`src/source/mipsPkg.sv`:
```
package mipsPkg;

  localparam int dataWidth = 32;
  localparam int regAddrWidth = 5;
  localparam logic [31:0] resetVector = 32'hBFC0_0000;

  // ALU operand B select
  localparam logic [1:0] srcBRt = 2'b00;
  localparam logic [1:0] srcBFour = 2'b01;
  localparam logic [1:0] srcBImm = 2'b10;
  localparam logic [1:0] srcBShift = 2'b11;

  // Source of the pending jump target
  localparam logic [1:0] tgtBranch = 2'd0;
  localparam logic [1:0] tgtJump = 2'd1;
  localparam logic [1:0] tgtReg = 2'd2;

  typedef enum logic [5:0] {
    opRType = 6'b000000,
    opJ     = 6'b000010,
    opBeq   = 6'b000100,
    opBne   = 6'b000101,
    opAddiu = 6'b001001,
    opSlti  = 6'b001010,
    opSltiu = 6'b001011,
    opAndi  = 6'b001100,
    opOri   = 6'b001101,
    opLw    = 6'b100011,
    opSw    = 6'b101011
  } opcodeT;

  typedef enum logic [5:0] {
    fnJr   = 6'b001000,
    fnAddu = 6'b100001,
    fnAnd  = 6'b100100,
    fnOr   = 6'b100101
  } functT;

  typedef enum logic [2:0] {
    stFetch  = 3'b000,
    stDecode = 3'b001,
    stExec1  = 3'b010,
    stExec2  = 3'b011,
    stExec3  = 3'b100,
    stHalted = 3'b101,
    stStall  = 3'b110
  } cpuStateT;

  typedef enum logic [2:0] {
    aluAdd,
    aluAnd,
    aluOr,
    aluSlt,
    aluSltu,
    aluEq,
    aluPassA
  } aluOpT;

  typedef struct packed {
    opcodeT opcode;
    logic [4:0] rs;
    logic [4:0] rt;
    logic [4:0] rd;
    logic [4:0] shamt;
    functT funct;
  } rTypeT;

  typedef struct packed {
    opcodeT opcode;
    logic [4:0] rs;
    logic [4:0] rt;
    logic [15:0] imm;
  } iTypeT;

  typedef struct packed {
    opcodeT opcode;
    logic [25:0] target;
  } jTypeT;

  typedef union packed {
    rTypeT rFields;
    iTypeT iFields;
    jTypeT jFields;
  } instrWordT;

  typedef struct packed {
    logic [dataWidth-1:0] address;
    logic read;
    logic write;
    logic [dataWidth-1:0] writeData;
  } memReqT;

  typedef struct packed {
    logic iOrD;         // Bus address from ALU output
    logic irWrite;
    logic pcWrite;
    logic regWrite;
    logic regDst;       // Write rd instead of rt
    logic memToReg;
    logic aluSrcA;      // rs when set, else PC
    logic [1:0] aluSrcB;
    aluOpT aluOp;
    logic zeroExtend;
    logic aluOutWrite;
    logic setTarget;
    logic [1:0] targetSel;
    logic branchTaken;
    logic memRead;
    logic memWrite;
  } ctrlWordT;

  typedef struct packed {
    logic aluZero;
    logic pcIsZero;
    instrWordT instr;
  } dpStatusT;

endpackage

```
`src/source/alu.sv`:
```
`timescale 1ns/1ps

module alu import mipsPkg::*; (
  input aluOpT aluOp,
  input logic [dataWidth-1:0] srcA,
  input logic [dataWidth-1:0] srcB,
  output logic [dataWidth-1:0] result,
  output logic zero
);

  logic lessSigned;
  logic lessUnsigned;

  assign lessSigned = $signed(srcA) < $signed(srcB);
  assign lessUnsigned = srcA < srcB;

  always_comb begin
    case (aluOp)
      aluAdd: result = srcA + srcB;
      aluAnd: result = srcA & srcB;
      aluOr: result = srcA | srcB;
      aluSlt: result = {{(dataWidth-1){1'b0}}, lessSigned};
      aluSltu: result = {{(dataWidth-1){1'b0}}, lessUnsigned};
      aluEq: result = {{(dataWidth-1){1'b0}}, srcA == srcB};
      aluPassA: result = srcA;
      default: result = '0;
    endcase
  end

  // Branch compare reads this
  assign zero = (result == '0);

endmodule

```
`src/source/registerFile.sv`:
```
`timescale 1ns/1ps

module registerFile import mipsPkg::*; (
  input logic clk,
  input logic arstN,
  input logic writeEnable,
  input logic [regAddrWidth-1:0] readAddrA,
  input logic [regAddrWidth-1:0] readAddrB,
  input logic [regAddrWidth-1:0] writeAddr,
  input logic [dataWidth-1:0] writeData,
  output logic [dataWidth-1:0] readDataA,
  output logic [dataWidth-1:0] readDataB,
  output logic [dataWidth-1:0] regV0
);

  logic [dataWidth-1:0] regs [1:31];   // No storage for $zero

  always_ff @(posedge clk or negedge arstN) begin
    if (!arstN) begin
      for (int i = 1; i < 32; i++) begin
        regs[i] <= '0;
      end
    end else if (writeEnable && (writeAddr != '0)) begin
      regs[writeAddr] <= writeData;
    end
  end

  assign readDataA = (readAddrA == '0) ? '0 : regs[readAddrA];
  assign readDataB = (readAddrB == '0) ? '0 : regs[readAddrB];
  assign regV0 = regs[2];

endmodule

```
`src/source/pcUnit.sv`:
```
`timescale 1ns/1ps

module pcUnit import mipsPkg::*; (
  input logic clk,
  input logic arstN,
  input logic pcWrite,
  input logic setTarget,
  input logic branchTaken,
  input logic [1:0] targetSel,
  input logic [dataWidth-1:0] branchOffset,
  input logic [dataWidth-1:0] jumpTarget,
  input logic [dataWidth-1:0] regTarget,
  output logic [dataWidth-1:0] pc,
  output logic pcIsZero
);

  logic [dataWidth-1:0] targetNext;
  logic [dataWidth-1:0] pendingTarget;
  logic pending;

  // PC already points at the delay slot here
  always_comb begin
    case (targetSel)
      tgtBranch: targetNext = pc + branchOffset;
      tgtJump: targetNext = jumpTarget;
      default: targetNext = regTarget;
    endcase
  end

  always_ff @(posedge clk or negedge arstN) begin
    if (!arstN) begin
      pc <= resetVector;
      pending <= 1'b0;
    end else if (setTarget) begin
      pending <= branchTaken;   // Untaken branch leaves nothing pending
    end else if (pcWrite) begin
      pc <= pending ? pendingTarget : pc + 32'd4;
      pending <= 1'b0;
    end
  end

  always_ff @(posedge clk) begin
    if (setTarget) pendingTarget <= targetNext;
  end

  assign pcIsZero = (pc == '0);

endmodule

```
`src/source/datapath.sv`:
```
`timescale 1ns/1ps

module datapath import mipsPkg::*; (
  input logic clk,
  input logic arstN,
  input ctrlWordT ctrl,
  input logic [dataWidth-1:0] readData,
  output dpStatusT status,
  output memReqT memReq,
  output logic [dataWidth-1:0] regV0
);

  instrWordT ir;
  logic [dataWidth-1:0] mdr;
  logic [dataWidth-1:0] aluOut;
  logic [dataWidth-1:0] pc;
  logic [dataWidth-1:0] rsData;
  logic [dataWidth-1:0] rtData;
  logic [dataWidth-1:0] immExt;
  logic [dataWidth-1:0] immShift;
  logic [dataWidth-1:0] jumpTarget;
  logic [dataWidth-1:0] srcA;
  logic [dataWidth-1:0] srcB;
  logic [dataWidth-1:0] aluResult;
  logic [dataWidth-1:0] wbData;
  logic [regAddrWidth-1:0] wbAddr;
  logic aluZero;
  logic pcIsZero;

  always_ff @(posedge clk) begin
    if (ctrl.irWrite) ir <= readData;
    if (ctrl.memRead && ctrl.iOrD) mdr <= readData;   // Last value is the completed read
    if (ctrl.aluOutWrite) aluOut <= aluResult;
  end

  assign immExt = ctrl.zeroExtend ? {16'b0, ir.iFields.imm}
                                  : {{16{ir.iFields.imm[15]}}, ir.iFields.imm};
  assign immShift = {{14{ir.iFields.imm[15]}}, ir.iFields.imm, 2'b00};
  assign jumpTarget = {pc[31:28], ir.jFields.target, 2'b00};

  assign srcA = ctrl.aluSrcA ? rsData : pc;
  always_comb begin
    case (ctrl.aluSrcB)
      srcBRt: srcB = rtData;
      srcBFour: srcB = 32'd4;
      srcBImm: srcB = immExt;
      default: srcB = immShift;
    endcase
  end

  assign wbAddr = ctrl.regDst ? ir.rFields.rd : ir.rFields.rt;
  assign wbData = ctrl.memToReg ? mdr : aluOut;

  assign memReq.address = ctrl.iOrD ? aluOut : pc;
  assign memReq.read = ctrl.memRead;
  assign memReq.write = ctrl.memWrite;
  assign memReq.writeData = rtData;

  assign status.aluZero = aluZero;
  assign status.pcIsZero = pcIsZero;
  assign status.instr = ir;

  registerFile uRegs (
    .clk(clk),
    .arstN(arstN),
    .writeEnable(ctrl.regWrite),
    .readAddrA(ir.rFields.rs),
    .readAddrB(ir.rFields.rt),
    .writeAddr(wbAddr),
    .writeData(wbData),
    .readDataA(rsData),
    .readDataB(rtData),
    .regV0(regV0)
  );

  alu uAlu (
    .aluOp(ctrl.aluOp),
    .srcA(srcA),
    .srcB(srcB),
    .result(aluResult),
    .zero(aluZero)
  );

  pcUnit uPc (
    .clk(clk),
    .arstN(arstN),
    .pcWrite(ctrl.pcWrite),
    .setTarget(ctrl.setTarget),
    .branchTaken(ctrl.branchTaken),
    .targetSel(ctrl.targetSel),
    .branchOffset(immShift),
    .jumpTarget(jumpTarget),
    .regTarget(aluResult),   // JR passes rs through the ALU
    .pc(pc),
    .pcIsZero(pcIsZero)
  );

endmodule

```
`config.mk`:
```
export PLATFORM = sky130hd
export DESIGN_NAME = datapath
export DESIGN_NICKNAME = d
export VERILOG_FILES = /design/src/source/mipsPkg.sv /design/src/source/alu.sv /design/src/source/registerFile.sv /design/src/source/pcUnit.sv /design/src/source/datapath.sv
export SDC_FILE = /design/constraint.sdc
export NUM_CORES = 2
export LEC_CHECK = 0
export BUFFER_PORTS_ARGS = -buffer_cell sky130_fd_sc_hd__buf_2
export CORE_ASPECT_RATIO = 1.4
export CORE_MARGIN = 2
export CORE_UTILIZATION = 35
export CTS_CLUSTER_SIZE = 20
export DETAILED_ROUTE_END_ITERATION = 8
export HOLD_SLACK_MARGIN = 0.12
export MAX_ROUTING_LAYER = met4
export SLEW_MARGIN = 20
export SYNTH_ARGS = -nofsm -noshare
export SYNTH_HDL_FRONTEND = slang
export SYNTH_HIERARCHICAL = 1
export SYNTH_SLANG_ARGS = --single-unit
```
`constraint.sdc`:
```
create_clock -name clk -period 12.6 [get_ports clk]
set_input_delay 1.26 -clock clk [delete_from_list [all_inputs] [get_ports clk]]
set_output_delay 1.26 -clock clk [all_outputs]
set_load 0.005 [all_outputs]
```
==> out/metrics.csv <==
metric,value,unit
outcome,completed,
htree depth,3,
share of post-route cells with drive strength above 1,40.2,%
DRT Pass-1 Iters,6,
critical path endpoint,status[33],
Die ar.,0.196,mm²
Worst R2R End,uPc/pendingTarget[30],
CTS Buf Count,108,
Tot GR Track Use,25.0,%
Vias/cell,6.24,
ys flop type,dfrtp_1,
ys async rst share,88.9,%
synth warn,6,
endpoints failing hold,0,
hold_ws,0.489,ns
Max-Cap Viols,0,
RSZ-0062 raised after global routing,no,
Final Power,13.8,mW
Worst Setup Start Kind,flip-flop,
worst hold path class,flip-flop to flip-flop,
non-filler instance count after layout,7680,
max-slew violations,0,
post-synthesis sequential area ratio,43.8,%
post-route setup TNS,0,ns
Root Driver,clkbuf_16,
CP Data Required Time,11.34,ns
Die Span X,375,µm
vias in the first global route,48210,
clock sinks,1153,
WP data arrival,8.74,ns
clk buf depth,3,
fin crit share,79.4,%
Inst Count DP,7469,
final core utilization,38.6,%
initial antenna violation count,14,
CTS tree,done,
mean area per synthesized cell,13.0,µm²
r2r startpoint,ir[16],
Layout Nets,5268,
Final setup violation count,0,
Port-buffer cells,183,
later-pin clock latency in the skew report,0.77,ns
Worst Reg2Reg Path Length in Cells,21,
Setup CP Type,flip-flop to output port,
dpl hpwl,157000,µm
fmax,100,MHz
Initial Util,35.2,%
Setup Buffers After CTS,0,
area delta synth->final,9.76,%
Resized cells post-CTS,0,
DRT iter0 DRCs,5023,
skew final,0.0349,ns
crit end category,output port,
FP Rows,190,
Netlist cell types,102,
Worst-path clk slew,0.06,ns
"FF+latch count, synth",1153,
Worst Tran Pin Value,1.25,ns
DRC Markers,0,
critical-path maximum fanout,45,
CORE AREA,0.191,mm²
largest net degree at the start of global routing,165,
Static Leak,31.5,nW
Routed Antenna Nets,0,
routed wire length per instance,31.7,µm
Setup crit start,ir[16],
GR Overflow Total,0,
crit path time final,10.0,ns
Power Density,187,mW/mm²
number of flops mapped to enable cells by yosys,128,
Worst VDD drop,0.133,mV
GP Congestion,0.973,
Slew HR,16.0,%
slack of the worst reg-to-reg path,4.65,ns
Ports,186,
first-pass GRT wire length,348000,µm
Vias,47951,
Netlist Area Pre-Place,0.0673,mm²
Hold Buf Count CTS,0,
Die Y,523,µm
gate count after technology mapping,5189,
Routed WL,243000,µm
==> routing by layer <==
| metal | vias up | global-route usage, % | part of all wire, % |
|---|---|---|---|
| met5 | - | - | 0 |
| met4 | 0 | 14.7 | 6.6 |
| met3 | 738 | 4.43 | 8.1 |
| met2 | 2537 | 40.6 | 48 |
| met1 | 25131 | 29.1 | 37 |
| li1 | 19545 | - | - |
==> layout make-up <==
cell class              count  area, µm²
flip-flops and latches   1153      29500
well taps                2496       3120
clock inverters            56        608
fillers                 18099     118000
inverters                 110        415
multi-input cells        3411      35100
diodes                      9       22.5
clock buffers             146       3110
repair buffers            299       1950
==> logic make-up (layout without fill, tap and decap cells) <==
group / after synthesis / count (layout) / share of synthesized area (%)
AND/OR/NAND/NOR: 653 / 653 / 4.92
AO/OA/AOI/OAI: 782 / 782 / 8.00
other: 1 / 14 / 0.00557
XOR/XNOR: 49 / 49 / 0.638
flip-flops: 1153 / 1153 / 43.8
multiplexers: 1791 / 1791 / 35.8
buffers and inverters: 629 / 611 / 4.36
adder cells (fa/ha/maj): 131 / 131 / 2.46
==> how the worst min path moves through the flow <==
stage | to | start | depth (start not counted)
2_1_floorplan | uPc/pc[0] | uPc/pendingTarget[0] | 1
3_3_place_gp | uPc/pc[0] | uPc/pendingTarget[0] | 1
3_5_place_dp | uPc/pc[0] | uPc/pendingTarget[0] | 1
4_1_cts | uPc/pc[0] | uPc/pendingTarget[0] | 1
5_1_grt | uPc/pc[0] | uPc/pendingTarget[0] | 1
6_report | uPc/pc[0] | uPc/pendingTarget[0] | 1
==> through the flow <==
stage,area [µm²],setup slack (ns)
2_1_floorplan,67300,6.11
3_3_place_gp,70100,3.51
3_5_place_dp,70100,3.47
4_1_cts,73800,2.66
5_1_grt,73900,2.34
6_report,73900,2.60
==> flip-flops by register name (all words and copies together), names as in the netlist <==
register	flops
aluOut	32
ir	32
mdr	32
uPc/pc	32
uPc/pending	1
uPc/pendingTarget	32
uRegs/regV0	32
uRegs/regs	960
==> cells in the final DEF (no fill, tap or decap), types with 17 or more instances in the layout <==
master	count
a221oi_1	18
a2111oi_0	43
inv_1	108
buf_2	182
o211ai_1	26
clkbuf_16	111
mux2i_1	269
mux4_2	373
a21oi_1	135
clkbuf_8	20
nand2_1	138
nor2_1	135
buf_4	104
o2bb2ai_1	17
xnor2_1	29
clkinv_2	33
ha_1	129
a221o_1	25
nand3_1	59
xor2_1	20
a21o_1	24
edfxtp_1	128
nand2b_1	34
o22ai_1	123
o22a_1	20
a211oi_1	70
o21ai_0	118
nand4_1	27
dfrtp_1	1016
nand2_2	18
mux2_2	1117
nor3_1	32
mux2_1	20
nor4_1	40
a22oi_1	40
nor2b_1	59
==> critical path, cell delays in order (launching register included) <==
cell       delay (ns)
edfxtp_1         0.38
buf_4            0.65
buf_4            0.53
nand2_2          0.44
nor2_1           0.27
a2111oi_0        0.10
nor4_1           0.96
a22o_1           0.32
inv_1            0.07
ha_1             0.40
nor2_1           0.09
a211oi_1         0.40
nor2b_1          0.16
o31ai_1          0.70
a31oi_1          0.37
o31ai_1          0.37
xnor2_1          0.16
o221ai_1         0.20
or4b_2           0.73
nor4_2           0.41
buf_2            0.20
==> Yosys cell counts, types with 8 or more instances <==
cell / number / area share (%)
ha_1: 129 / 2.4
mux2_4: 12 / 0.27
a31oi_1: 12 / 0.11
o22ai_1: 123 / 1.1
nand3_1: 62 / 0.46
nand2_1: 154 / 0.86
a221o_1: 25 / 0.37
and3_1: 15 / 0.14
o21a_1: 15 / 0.17
buf_2: 160 / 1.2
o21ai_1: 10 / 0.074
nor2_1: 148 / 0.83
inv_1: 108 / 0.60
a22o_1: 14 / 0.18
nand4_1: 27 / 0.25
nand2b_1: 40 / 0.37
or3_1: 14 / 0.13
o21ai_0: 118 / 0.88
xor2_1: 20 / 0.26
a211oi_1: 70 / 0.78
o22a_1: 20 / 0.26
buf_1: 43 / 0.24
mux2i_1: 269 / 4.0
o221ai_1: 8 / 0.10
mux4_2: 373 / 12
clkbuf_1: 226 / 1.3
dfstp_2: 9 / 0.35
a21o_1: 24 / 0.27
a21oi_1: 135 / 1.0
a221oi_1: 18 / 0.23
mux2_2: 1117 / 19
a2111oi_0: 43 / 0.56
dfrtp_1: 1016 / 38
o2bb2ai_1: 17 / 0.22
nor3_1: 32 / 0.24
buf_6: 10 / 0.17
o211ai_1: 26 / 0.29
a22oi_1: 40 / 0.45
mux2_1: 20 / 0.33
nor2b_1: 63 / 0.59
nor4_1: 47 / 0.44
edfxtp_1: 128 / 5.7
xnor2_1: 29 / 0.38
buf_4: 74 / 0.83
==> power by group <==
| group | switching, mW | internal (mW) | total (mW) | leakage (nW) |
|---|---|---|---|---|
| registers | 0.978 | 4.92 | 5.90 | 14.5 |
| clock network | 1.56 | 1.94 | 3.50 | 1.85 |
| logic | 2.11 | 2.31 | 4.42 | 15.1 |
Note: power is estimated with default switching activity, not from simulation.
