## src/source/mipsPkg.sv

```systemverilog
package mipsPkg;

  localparam int dataWidth = 32;
  localparam int regAddrWidth = 5;
  localparam logic [31:0] resetVector = 32'hBFC0_0000;

  // ALU operand B select
  localparam logic [1:0] srcBRt = 2'b00;
  localparam logic [1:0] srcBFour = 2'b01;
  localparam logic [1:0] srcBImm = 2'b10;
  localparam logic [1:0] srcBShift = 2'b11;

  // Source of the pending jump target
  localparam logic [1:0] tgtBranch = 2'd0;
  localparam logic [1:0] tgtJump = 2'd1;
  localparam logic [1:0] tgtReg = 2'd2;

  typedef enum logic [5:0] {
    opRType = 6'b000000,
    opJ     = 6'b000010,
    opBeq   = 6'b000100,
    opBne   = 6'b000101,
    opAddiu = 6'b001001,
    opSlti  = 6'b001010,
    opSltiu = 6'b001011,
    opAndi  = 6'b001100,
    opOri   = 6'b001101,
    opLw    = 6'b100011,
    opSw    = 6'b101011
  } opcodeT;

  typedef enum logic [5:0] {
    fnJr   = 6'b001000,
    fnAddu = 6'b100001,
    fnAnd  = 6'b100100,
    fnOr   = 6'b100101
  } functT;

  typedef enum logic [2:0] {
    stFetch  = 3'b000,
    stDecode = 3'b001,
    stExec1  = 3'b010,
    stExec2  = 3'b011,
    stExec3  = 3'b100,
    stHalted = 3'b101,
    stStall  = 3'b110
  } cpuStateT;

  typedef enum logic [2:0] {
    aluAdd,
    aluAnd,
    aluOr,
    aluSlt,
    aluSltu,
    aluEq,
    aluPassA
  } aluOpT;

  typedef struct packed {
    opcodeT opcode;
    logic [4:0] rs;
    logic [4:0] rt;
    logic [4:0] rd;
    logic [4:0] shamt;
    functT funct;
  } rTypeT;

  typedef struct packed {
    opcodeT opcode;
    logic [4:0] rs;
    logic [4:0] rt;
    logic [15:0] imm;
  } iTypeT;

  typedef struct packed {
    opcodeT opcode;
    logic [25:0] target;
  } jTypeT;

  typedef union packed {
    rTypeT rFields;
    iTypeT iFields;
    jTypeT jFields;
  } instrWordT;

  typedef struct packed {
    logic [dataWidth-1:0] address;
    logic read;
    logic write;
    logic [dataWidth-1:0] writeData;
  } memReqT;

  typedef struct packed {
    logic iOrD;         // Bus address from ALU output
    logic irWrite;
    logic pcWrite;
    logic regWrite;
    logic regDst;       // Write rd instead of rt
    logic memToReg;
    logic aluSrcA;      // rs when set, else PC
    logic [1:0] aluSrcB;
    aluOpT aluOp;
    logic zeroExtend;
    logic aluOutWrite;
    logic setTarget;
    logic [1:0] targetSel;
    logic branchTaken;
    logic memRead;
    logic memWrite;
  } ctrlWordT;

  typedef struct packed {
    logic aluZero;
    logic pcIsZero;
    instrWordT instr;
  } dpStatusT;

endpackage

```

## src/source/controlFsm.sv

```systemverilog
`timescale 1ns/1ps

module controlFsm import mipsPkg::*; (
  input logic clk,
  input logic arstN,
  input logic waitRequest,
  input dpStatusT status,
  output ctrlWordT ctrl,
  output logic active
);

  cpuStateT state;
  cpuStateT stateNext;
  cpuStateT doneState;
  opcodeT opcode;
  functT funct;
  logic isJr;
  logic isMem;
  logic writesReg;

  assign opcode = status.instr.rFields.opcode;
  assign funct = status.instr.rFields.funct;
  assign isJr = (opcode == opRType) && (funct == fnJr);
  assign isMem = (opcode == opLw) || (opcode == opSw);

  // Jump to address 0 ends the program once its delay slot is done
  assign doneState = status.pcIsZero ? stHalted : stFetch;

  always_comb begin
    case (opcode)
      opRType: writesReg = (funct == fnAddu) || (funct == fnAnd) || (funct == fnOr);
      opAddiu, opAndi, opOri, opSlti, opSltiu: writesReg = 1'b1;
      default: writesReg = 1'b0;
    endcase
  end

  always_comb begin
    stateNext = state;
    if (active) begin
      case (state)
        stFetch, stStall: stateNext = waitRequest ? stStall : stDecode;
        stDecode: stateNext = stExec1;
        stExec1: stateNext = (writesReg || isMem) ? stExec2 : doneState;
        stExec2: begin
          if (isMem && waitRequest) begin
            stateNext = stExec2;    // Data transfer still pending
          end else if (opcode == opLw) begin
            stateNext = stExec3;
          end else begin
            stateNext = doneState;
          end
        end
        stExec3: stateNext = doneState;
        default: stateNext = stHalted;
      endcase
    end
  end

  // active rises one clock after reset and falls on entry to halted
  always_ff @(posedge clk or negedge arstN) begin
    if (!arstN) begin
      state <= stFetch;
      active <= 1'b0;
    end else begin
      state <= stateNext;
      active <= (stateNext != stHalted);
    end
  end

  always_comb begin
    ctrl = '0;
    ctrl.aluOp = aluAdd;
    if (active) begin
      case (state)
        stFetch, stStall: begin
          ctrl.memRead = 1'b1;
          ctrl.aluSrcB = srcBFour;
          ctrl.irWrite = !waitRequest;
          ctrl.pcWrite = !waitRequest;   // PC+4 or the pending target
        end
        stExec1: begin
          ctrl.aluSrcA = 1'b1;
          ctrl.aluSrcB = srcBImm;
          ctrl.aluOutWrite = writesReg || isMem;
          case (opcode)
            opRType: begin
              ctrl.aluSrcB = srcBRt;
              case (funct)
                fnAnd: ctrl.aluOp = aluAnd;
                fnOr: ctrl.aluOp = aluOr;
                fnJr: ctrl.aluOp = aluPassA;  // rs straight to the PC unit
                default: ctrl.aluOp = aluAdd;
              endcase
              ctrl.setTarget = isJr;
              ctrl.targetSel = tgtReg;
              ctrl.branchTaken = isJr;
            end
            opAndi: begin
              ctrl.aluOp = aluAnd;
              ctrl.zeroExtend = 1'b1;
            end
            opOri: begin
              ctrl.aluOp = aluOr;
              ctrl.zeroExtend = 1'b1;
            end
            opSlti: ctrl.aluOp = aluSlt;
            opSltiu: ctrl.aluOp = aluSltu;   // Sign-extended, compared unsigned
            opBeq, opBne: begin
              ctrl.aluSrcB = srcBRt;
              ctrl.aluOp = aluEq;
              ctrl.setTarget = 1'b1;
              ctrl.targetSel = tgtBranch;
              // Equal operands give a nonzero result
              ctrl.branchTaken = (opcode == opBeq) ^ status.aluZero;
            end
            opJ: begin
              ctrl.setTarget = 1'b1;
              ctrl.targetSel = tgtJump;
              ctrl.branchTaken = 1'b1;
            end
            default: ctrl.aluOp = aluAdd;   // Address calc and ADDIU
          endcase
        end
        stExec2: begin
          ctrl.iOrD = isMem;
          ctrl.memRead = (opcode == opLw);
          ctrl.memWrite = (opcode == opSw);
          ctrl.regWrite = writesReg;
          ctrl.regDst = (opcode == opRType);
        end
        stExec3: begin
          ctrl.regWrite = 1'b1;
          ctrl.memToReg = 1'b1;   // Load result into rt
        end
        default: ctrl.aluOp = aluAdd;
      endcase
    end
  end

endmodule

```

## config.mk

```make
export PLATFORM = sky130hd
export DESIGN_NAME = controlFsm
export DESIGN_NICKNAME = d
export VERILOG_FILES = /design/src/source/mipsPkg.sv /design/src/source/controlFsm.sv
export SDC_FILE = /design/constraint.sdc
export NUM_CORES = 1
export LEC_CHECK = 0
export BUFFER_PORTS_ARGS = -buffer_cell sky130_fd_sc_hd__buf_2
export CORE_AREA = 2 2 51 53
export CTS_CLUSTER_SIZE = 40
export DETAILED_ROUTE_END_ITERATION = 10
export DIE_AREA = 0 0 53 55
export PLACE_DENSITY = 0.76
export SYNTH_ARGS = -nofsm -noshare
export SYNTH_HDL_FRONTEND = slang
export SYNTH_SLANG_ARGS = --single-unit
export TNS_END_PERCENT = 50
```

## constraint.sdc

```tcl
create_clock -name clk -period 1.6 [get_ports clk]
set_clock_uncertainty 0.1 [all_clocks]
set_input_delay 0.08 -clock clk [delete_from_list [all_inputs] [get_ports clk]]
set_output_delay 0.08 -clock clk [all_outputs]
set_load 0.05 [all_outputs]
```

==> results.sh, run 1 <==
export IMPL_run_status="finished, violations left"
export IMPL_violations="setup timing"
export IMPL_synth_compound_area_share_pct=31.5
export IMPL_core_um2=2360
export IMPL_crit_path_end="ctrl[10]"
export IMPL_cts_htree_levels=1
export IMPL_cts_sinks=4
export IMPL_synth_cell_types=41
export IMPL_slew_violations=0
export IMPL_synth_most_common_cell="nor2_1"
export IMPL_synth_top_family_by_area="simple AND/OR/NAND/NOR gates"
export IMPL_power_density_nw_per_um2=239
export IMPL_synth_seq_cells=4
export IMPL_clockBufferDepth=2
export IMPL_final_nets=244
export IMPL_numCtsBuffers=3
export IMPL_drt_iter0_markers=25
export IMPL_final_cells=235
export IMPL_worst_r2r_endpoint="state[0]$_DFF_PN0_"
export IMPL_rows=18
export IMPL_clk_pin_slew_ns=0.04
export IMPL_finalCritPeriodShare_pct=116
export IMPL_netlist_instances=123
export IMPL_synth_nets=160
export IMPL_synthMuxAreaShare_pct=1.24
export IMPL_grt_use_total_pct=26.5
export IMPL_synth_area_per_cell_um2=6.55
export IMPL_die_width_um=53
export IMPL_synth_fa_ha_area_share_pct=0
export IMPL_ios=58
export IMPL_post_route_util_pct=76.7
export IMPL_r2r_slack_ns=-0.16
export IMPL_dieArea_um2=2920
export IMPL_synthArstFlopShare_pct=100
export IMPL_yosys_area_share_simple_pct=45.0
export IMPL_drc=0
export IMPL_min_path_type="primary input to asynchronous set/reset pin"
export IMPL_drive_gt1_share_pct=63.4
export IMPL_dr_pass1_iters=4
export IMPL_vias_per_cell=5.49
export IMPL_grt_max_degree=13
export IMPL_grt_pass1_wl_um=5740
export IMPL_r2r_cells=6
export IMPL_finalSetupViolations=22
export IMPL_synth_top_cells_by_count="nor2_1 (18), a21oi_1 (13), nand2_1 (9)"
export IMPL_die_h_um=55
export IMPL_synth_xor_area_share_pct=2.17
export IMPL_cts_tree="done"
export IMPL_yosys_top_cells_area="dfrtp_1 (12%), nor2_1 (8.4%), a21oi_1 (8.1%)"
export IMPL_place_congestion=0.942
export IMPL_ys_flop_type="dfrtp_1"
export IMPL_cp_startpoint="state[2]$_DFF_PN0_"
export IMPL_setup_tns_ns=-2.97
export IMPL_crit_path_start_kind="flop"
export IMPL_tightest_slew_ns=0.384
export IMPL_p_leak_nw=0.848
export IMPL_drv_cap=0
export IMPL_yosysSeqAreaShare_pct=12.4
export IMPL_final_cell_area_um2=1810
export IMPL_slew_headroom_pct=74.2
export IMPL_worstPathRequired_ns=1.42
export IMPL_place_area_um2=1500
export IMPL_yosysWarnings=0
export IMPL_antenna_cells=0
export IMPL_period_minus_slack_ns=1.85
export IMPL_finalWorstSetupSlack_ns=-0.249
export IMPL_root_buffer="clkbuf_4"
export IMPL_port_buffers=37
export IMPL_cp_end_kind="output port"
export IMPL_area_growth_pct=125
export IMPL_grt_util_met1_pct=26.2
export IMPL_dr_total_vias=1289
export IMPL_ir_drop_mv=0.355
export IMPL_start_util_pct=34.1
export IMPL_synth_top_cell_area_share_pct=12.4
export IMPL_synth_area_um2=806
export IMPL_drtAntennaViolNets=0
export IMPL_crit_fanout=5
export IMPL_rr_startpoint="state[2]$_DFF_PN0_"
export IMPL_fmax_mhz=541
export IMPL_grt_met2_usage_pct=57.9
export IMPL_antenna_found_initial=0
export IMPL_wl_per_cell_um=15.7
export IMPL_wirelength_um=3690
export IMPL_clk_latency_ns=0.22
export IMPL_yosys_area_top_type="dfrtp_1"
export IMPL_dp_cells=225
export IMPL_rsz0062_at_grt="yes"
export IMPL_grt_overflow=0
export IMPL_worst_setup_path_type="flop to output port"
export IMPL_cp_arrival_ns=1.67
export IMPL_gr_max_usage_layer="met2"
export IMPL_hpwl_um=2590
export IMPL_synth_edff_count=0
export IMPL_grt_pass1_vias=1308
export IMPL_hold_violations=0
export IMPL_gr_usage_met3_pct=0.538
## layer usage
layer,up-vias,part of all wire (%)
met5,-,0
met4,0,1.9
met3,8,3.1
met2,46,59
met1,609,36
li1,626,-
## stage by stage
stage | setup WS [ns] | total power [mW] | hold WS, ns
after global routing | -0.320 | 0.456 | 0.106
after global placement | -0.186 | 0.290 | -0.219
after CTS | -0.249 | 0.423 | 0.0961
final | -0.249 | 0.434 | 0.0996
after floorplan | -0.336 | 0.198 | -0.316
after detailed placement | -0.326 | 0.297 | -0.215
## state kept, by name, summed over array words and instances (netlist names)
name,cells
active,1
state,3
## cells in the final DEF, fill, tap and decap left out, types with 3 or more instances in the layout
cell type,instances
nand2b_1,4
nor3_4,4
buf_2,16
inv_1,3
a21oi_1,7
or3b_2,3
a21oi_4,4
o21ai_0,6
dfrtp_2,3
buf_4,47
buf_6,22
clkbuf_4,3
nor2_1,14
nand3b_1,3
buf_8,3
a22oi_1,3
nand2_1,8
## layout make-up
class	instances	area, um2
clock buffers	3	22.5
fillers	160	551
inverters	5	22.5
multi-input cells	104	892
flip-flops and latches	4	104
well taps	30	37.5
repair buffers	89	736
## kinds of logic (layout without fill, tap and decap cells)
| logic type | Yosys count | in the layout |
|---|---|---|
| buffers and inverters | 15 | 97 |
| and+or+nand+nor | 63 | 63 |
| xor gates and xnor gates | 2 | 2 |
| muxes | 1 | 1 |
| DFF | 4 | 4 |
| AOI/OAI and AO/OA | 38 | 38 |
## worst max-delay path: stages (launching register included)
cell and delay, ns:
dfrtp_2 0.44, nor3b_4 0.27, nand2_4 0.09, clkinvlp_4 0.10, o2111ai_4 0.19, a21oi_4 0.18, buf_6 0.17
## worst min-delay path by stage
stage,from,end,slack [ns],depth (start not counted)
3_3_place_gp,arstN,state[0]$_DFF_PN0_,-0.22,1
5_1_grt,arstN,active$_DFF_PN0_,0.11,2
3_5_place_dp,arstN,state[1]$_DFF_PN0_,-0.22,1
6_report,arstN,state[0]$_DFF_PN0_,0.1,2
4_1_cts,arstN,state[1]$_DFF_PN0_,0.1,2
2_1_floorplan,arstN,active$_DFF_PN0_,-0.32,0
## where the power goes
group | switching [mW] | internal [mW] | total [mW]
clock network | 0.0328 | 0.0833 | 0.116
logic | 0.110 | 0.0960 | 0.206
registers | 0.00675 | 0.105 | 0.111
## what timing repair did
action / in CTS / in global routing
hold buffers: 1 / 0
setup buffers: 3 / 3
gates cloned: 0 / 0
pin swaps: 9 / 6
gates resized for setup: 44 / 20
hold endpoints to repair: 4 / 0
endpoints found under the setup margin: 21 / 24
Note: power is estimated with default switching activity, not from simulation.
==> run 2, diff against run 1 <==
Settings changed: ABC_AREA set to 1, CORE_AREA 2 2 51 53 to 2 2 50 52, DIE_AREA 0 0 53 55 to 0 0 52 54, HOLD_SLACK_MARGIN set to 0.12, MAX_ROUTING_LAYER set to met4, PLACE_DENSITY 0.76 to 0.77.
==> results.sh, run 2 <==
export IMPL_run_status="finished, violations left"
export IMPL_violations="setup timing"
export IMPL_wirelength_um=2450
export IMPL_grt_overflow=0
export IMPL_synth_area_um2=778
export IMPL_grt_pass1_vias=984
export IMPL_ys_flop_type="dfrtp_1"
export IMPL_cp_end_kind="output port"
export IMPL_cts_tree="done"
export IMPL_crit_fanout=3
export IMPL_rsz0062_at_grt="yes"
export IMPL_final_cell_mix="nand2_1 (30), buf_4 (24), inv_1 (21), buf_2 (17), nor2_1 (16)"
export IMPL_cts_sinks=4
export IMPL_yosys_area_share_simple_pct=60.8
export IMPL_area_growth_pct=93.6
export IMPL_drv_cap=0
export IMPL_synth_nets=183
export IMPL_core_um2=2320
export IMPL_vias_per_cell=4.68
export IMPL_clk_pin_slew_ns=0.04
export IMPL_synth_cell_types=25
export IMPL_synth_compound_area_share_pct=8.36
export IMPL_synthArstFlopShare_pct=100
export IMPL_largest_reg_flops=3
export IMPL_yosysSeqAreaShare_pct=12.9
export IMPL_numCtsBuffers=3
export IMPL_dr_pass1_iters=6
export IMPL_crit_chain="inv_2 -> nand2_4 -> nor2_4 -> inv_2 -> nor2_4 -> inv_4 -> a21oi_4 -> nand2_2 -> clkinvlp_4 -> buf_8"
export IMPL_fmax_mhz=591
export IMPL_rr_startpoint="state[2]$_DFF_PN0_"
export IMPL_slew_violations=0
export IMPL_min_path_type="primary input to flop"
export IMPL_antenna_cells=0
export IMPL_worstPathRequired_ns=1.42
export IMPL_synthMuxAreaShare_pct=0
export IMPL_ir_drop_mv=1.61
export IMPL_top_regs="state: 3 flops, active: 1 flops"
export IMPL_crit_slowest_cell="dfrtp_1"
export IMPL_worst_setup_path_type="flop to output port"
export IMPL_drt_iter0_markers=18
export IMPL_antenna_found_initial=0
export IMPL_synth_most_common_cell="nand2_1"
export IMPL_yosysWarnings=0
export IMPL_start_util_pct=33.5
export IMPL_power_density_nw_per_um2=1170
export IMPL_tightest_slew_ns=0.251
export IMPL_crit_path_start_kind="flop"
export IMPL_dpl_worst_slack_ns=-0.00323
export IMPL_wl_per_cell_um=10.1
export IMPL_cp_startpoint="state[2]$_DFF_PN0_"
export IMPL_drtAntennaViolNets=0
export IMPL_path_delay_family="buffers and inverters"
export IMPL_hold_violations=0
export IMPL_dieArea_um2=2810
export IMPL_hold_depth=5
export IMPL_finalWorstSetupSlack_ns=-0.0920
export IMPL_clk_latency_ns=0.24
export IMPL_die_h_um=54
export IMPL_r2r_slack_ns=-0.03
export IMPL_cpPeakStageDelay_ns=0.37
export IMPL_r2r_cells=15
export IMPL_final_nets=249
export IMPL_finalCritPeriodShare_pct=106
export IMPL_grt_max_degree=11
export IMPL_top_register="state"
export IMPL_synth_top_family_by_area="simple AND/OR/NAND/NOR gates"
export IMPL_grt_use_total_pct=19.2
export IMPL_drive_gt1_share_pct=52.1
export IMPL_rows=18
export IMPL_clockBufferDepth=2
export IMPL_netlist_instances=146
export IMPL_layout_commonest_cell="nand2_1"
export IMPL_hold_end="state[0]$_DFF_PN0_"
export IMPL_cp_arrival_ns=1.51
export IMPL_path_buf_inv=5
export IMPL_synth_seq_cells=4
export IMPL_slew_headroom_pct=83.4
export IMPL_synth_top_cell_area_share_pct=16.4
export IMPL_die_width_um=52
export IMPL_synth_fa_ha_area_share_pct=0
export IMPL_synth_edff_count=0
export IMPL_worst_r2r_endpoint="active$_DFF_PN0_"
export IMPL_grt_pass1_wl_um=3980
export IMPL_synth_xor_area_share_pct=1.13
export IMPL_hpwl_um=1930
export IMPL_ios=58
export IMPL_dr_total_vias=1128
export IMPL_finalSetupViolations=15
export IMPL_p_leak_nw=0.807
export IMPL_place_congestion=0.858
export IMPL_yosys_top_cells_area="nand2_1 (16%), dfrtp_1 (13%), inv_1 (12%)"
export IMPL_port_buffers=37
export IMPL_post_route_util_pct=64.9
export IMPL_yosys_area_top_type="nand2_1"
export IMPL_root_buffer="clkbuf_4"
export IMPL_synth_area_per_cell_um2=5.33
export IMPL_synth_top_cells_by_count="nand2_1 (34), inv_1 (25), nor2_1 (22)"
export IMPL_period_minus_slack_ns=1.69
export IMPL_hold_path_startpoint="waitRequest"
export IMPL_cts_htree_levels=1
export IMPL_drc=0
## run 2: cell types whose count changed in the layout (fill, tap and decap cells not counted), sizes merged, moves of 4 or more
| cell | before | now |
|---|---|---|
| buf | 88 | 60 |
| nand2 | 9 | 37 |
| inv | 4 | 31 |
| nand3 | 4 | 18 |
| nor2 | 18 | 30 |
| a21oi | 13 | 3 |
| o21ai | 7 | 1 |
| nand4 | 1 | 6 |
| nand2b | 4 | 0 |
| nor3 | 7 | 3 |
## run 2: per-layer routing
layer	track usage, %	vias to the layer above	share of wire, %
li1	-	595	-
met1	22.6	496	42
met2	35.0	37	54
met3	1.67	0	4.2
met4	4.82	0	0
met5	-	-	0
## run 2: how the worst max path moves through the flow
stage | to | slack (ns) | depth (start not counted)
floorplan | ctrl[8] | -0.31 | 9
global placement | ctrl[9] | 0.01 | 10
detailed placement | ctrl[9] | -0.003 | 10
CTS | ctrl[9] | -0.09 | 10
global route | ctrl[9] | -0.23 | 10
finish | ctrl[9] | -0.09 | 10
## run 2: repair_timing
item,4_1_cts,5_1_grt
resized for setup,42,19
hold endpoints to repair,4,0
pin swaps,3,3
endpoints found under the setup margin,18,22
setup buffers,2,2
cloned,0,0
hold buffers,2,0
## run 2: cell families after synthesis
| kind of cell | Yosys count |
|---|---|
| and+or+nand+nor | 97 |
| DFF | 4 |
| xor gates and xnor gates | 1 |
| AOI/OAI and AO/OA | 10 |
| buffers and inverters | 34 |
## run 2: report_power, final
part	total (mW)	internal (mW)	switching (mW)
clock	0.135	0.0936	0.0419
sequential	0.213	0.156	0.0574
combinational	1.42	0.547	0.872
## run 2: per-stage QoR
stage               hold slack, ns  power (mW)  TNS (ns)  area, um2  cells
global placement            -0.215        1.40         0       1240    231
finish                       0.194        1.77    -0.582       1510    241
global route                 0.225        1.92     -2.78       1510    241
detailed placement          -0.215        1.41  -0.00323       1240    231
CTS                          0.187        1.68    -0.624       1440    239
floorplan                   -0.316        1.06     -2.42        867    146
## run 2: worst register-to-register path: stages (launching register included)
cell and delay (ns):
dfrtp_1 0.37, inv_2 0.08, nand2_4 0.06, nor2_4 0.09
buf_4 0.11, buf_4 0.09, buf_4 0.09, nand2_1 0.05
nand3_1 0.07, nor2_1 0.04, nand2_1 0.05, nand2_1 0.06
nand2_2 0.08, inv_2 0.03, nor2_1 0.09, nand2_1 0.06
## run 2: layout make-up
type | instances | area [um2]
fill | 215 | 813
clock buffer | 4 | 26.3
tap | 30 | 37.5
timing repair buffer | 62 | 523
multi-input combinational | 108 | 687
inverter | 33 | 130
sequential | 4 | 103
==> run 3, diff against run 2 <==
Settings changed: CORE_AREA 2 2 50 52 to 2 2 46 48, DIE_AREA 0 0 52 54 to 0 0 48 50, PLACE_DENSITY 0.77 to unset, PLACE_DENSITY_LB_ADDON set to 0.15.
Clock period 1.6 ns to 2.1 ns, I/O delays scaled along.
==> results.sh, run 3 (synthesis results as in run 2) <==
export IMPL_post_cts_buffers=0
export IMPL_drtAntennaViolNets=0
export IMPL_dr_pass1_iters=4
export IMPL_wl_per_cell_um=9.58
export IMPL_r2r_slack_ns=0.53
export IMPL_post_route_util_pct=56.6
export IMPL_grt_use_total_pct=18.6
export IMPL_grt_max_degree=11
export IMPL_hold_path_startpoint="waitRequest"
export IMPL_period_minus_slack_ns=1.96
export IMPL_drt_iter0_markers=21
export IMPL_numCtsBuffers=3
export IMPL_finalWorstSetupSlack_ns=0.144
export IMPL_hpwl_um=1780
export IMPL_finalSetupViolations=0
export IMPL_fillCellCount=207
export IMPL_hold_ws_ns=0.219
export IMPL_slew_headroom_pct=80.0
export IMPL_cts_sinks=4
export IMPL_antenna_found_initial=0
export IMPL_die_h_um=50
export IMPL_crit_top_cell="inv_2"
export IMPL_place_area_um2=1020
export IMPL_clk_pin_slew_ns=0.04
export IMPL_wirelength_um=2050
export IMPL_dieArea_um2=2400
export IMPL_p_leak_nw=0.645
export IMPL_tightest_slew_ns=0.299
export IMPL_slew_violations=0
export IMPL_worst_r2r_endpoint="state[1]$_DFF_PN0_"
export IMPL_drc=0
export IMPL_crit_path_start_kind="flop"
export IMPL_setup_tns_ns=0
export IMPL_area_growth_pct=38.4
export IMPL_crit_slowest_cell="dfrtp_2"
export IMPL_final_nets=226
export IMPL_power_density_nw_per_um2=960
export IMPL_fmax_mhz=511
export IMPL_clockBufferDepth=2
export IMPL_root_buffer="clkbuf_4"
export IMPL_largest_reg_flops=3
export IMPL_min_path_type="primary input to flop"
export IMPL_drv_cap=0
export IMPL_grt_pass1_vias=864
export IMPL_place_congestion=0.859
export IMPL_final_cell_mix="nand2_1 (34), buf_2 (34), inv_1 (24), nor2_1 (22), nand3_1 (14)"
export IMPL_die_width_um=48
export IMPL_final_cell_area_um2=1080
export IMPL_cts_htree_levels=1
export IMPL_top_regs="state: 3 flops, active: 1 flops"
export IMPL_crit_chain="inv_2 -> nand2_1 -> nor2_4 -> inv_2 -> nor2_4 -> inv_2 -> a21oi_2 -> o21a_1 -> buf_4"
export IMPL_r2r_cells=8
export IMPL_path_buf_inv=4
export IMPL_rows=16
export IMPL_ir_drop_mv=0.561
export IMPL_run_status="completed"
export IMPL_cp_arrival_ns=1.75
export IMPL_cts_tree="done"
export IMPL_start_util_pct=40.9
export IMPL_hold_violations=0
export IMPL_final_cells=214
export IMPL_dp_cells=209
export IMPL_drive_gt1_share_pct=36.4
export IMPL_dr_total_vias=1017
export IMPL_antenna_cells=0
export IMPL_hold_end="state[0]$_DFF_PN0_"
export IMPL_dpl_worst_slack_ns=0.256
export IMPL_vias_per_cell=4.75
export IMPL_total_power_mw=1.03
export IMPL_ios=58
export IMPL_crit_fanout=6
export IMPL_cp_end_kind="output port"
export IMPL_core_um2=1900
export IMPL_finalCritPeriodShare_pct=93.1
export IMPL_port_buffers=37
export IMPL_rr_startpoint="state[2]$_DFF_PN0_"
export IMPL_path_delay_family="flip-flops"
export IMPL_clk_latency_ns=0.23
export IMPL_grt_pass1_wl_um=3330
export IMPL_worst_setup_path_type="flop to output port"
export IMPL_worstPathRequired_ns=1.89
export IMPL_grt_overflow=0
export IMPL_cpPeakStageDelay_ns=0.43
export IMPL_top_register="state"
export IMPL_hold_depth=5
==> run 3: changes by cell type in the layout (fill, tap and decap cells not counted), moves of 3 or more <==
| cell | delta |
|---|---|
| buf_6 | -13 |
| nand2_1 | +4 |
| buf_8 | -4 |
| nor2_4 | -3 |
| inv_1 | +3 |
| buf_4 | -22 |
| buf_2 | +17 |
| nor2_2 | -3 |
| nor2_1 | +6 |
| nand2_4 | -3 |
==> run 3: layout make-up <==
type | count | area, um2 | share of cell area, %
well taps | 27 | 33.8 | 3.14
flip-flops and latches | 4 | 101 | 9.41
clock buffers | 3 | 22.5 | 2.09
inverters | 33 | 124 | 11.5
multi-input cells | 108 | 579 | 53.8
repair buffers | 39 | 216 | 20.1
==> run 3: layer usage <==
metal  GRT usage, %  share of wire (%)  vias to the layer above  wire [um]
li1               -                  -                      547          -
met5              -                  0                        -          0
met2           29.8                 48                       21        984
met4           2.70                  0                        0          0
met1           25.1                 49                      449        998
met3           2.20                3.3                        0         67
==> run 3: worst reg2reg max path, stage by stage, from the launching register on <==
cell	delay [ns]
dfrtp_2	0.43
inv_2	0.07
nand2_1	0.11
nand3_1	0.15
nor2_1	0.08
nor3b_1	0.19
nand2_1	0.08
a21oi_1	0.17
inv_1	0.08
==> run 3: timing repair <==
action / 4_1_cts / 5_1_grt
endpoints found under the setup margin: 0 / 4
hold buffers: 2 / 0
resized for setup: 0 / 10
hold endpoints to repair: 4 / 0
==> run 3: worst max-delay path by stage <==
| stage | startpoint | to | cells past startpoint |
|---|---|---|---|
| global route | state[2]$_DFF_PN0_ | ctrl[8] | 10 |
| detailed placement | state[2]$_DFF_PN0_ | ctrl[10] | 9 |
| finish | state[2]$_DFF_PN0_ | ctrl[10] | 9 |
| global placement | state[2]$_DFF_PN0_ | ctrl[10] | 9 |
| floorplan | active$_DFF_PN0_ | ctrl[3] | 4 |
| CTS | state[2]$_DFF_PN0_ | ctrl[10] | 9 |
==> run 3: power by group <==
part | internal, mW | switching, mW | total [mW]
clock network | 0.0637 | 0.0279 | 0.0916
registers | 0.117 | 0.0548 | 0.172
logic | 0.206 | 0.564 | 0.770
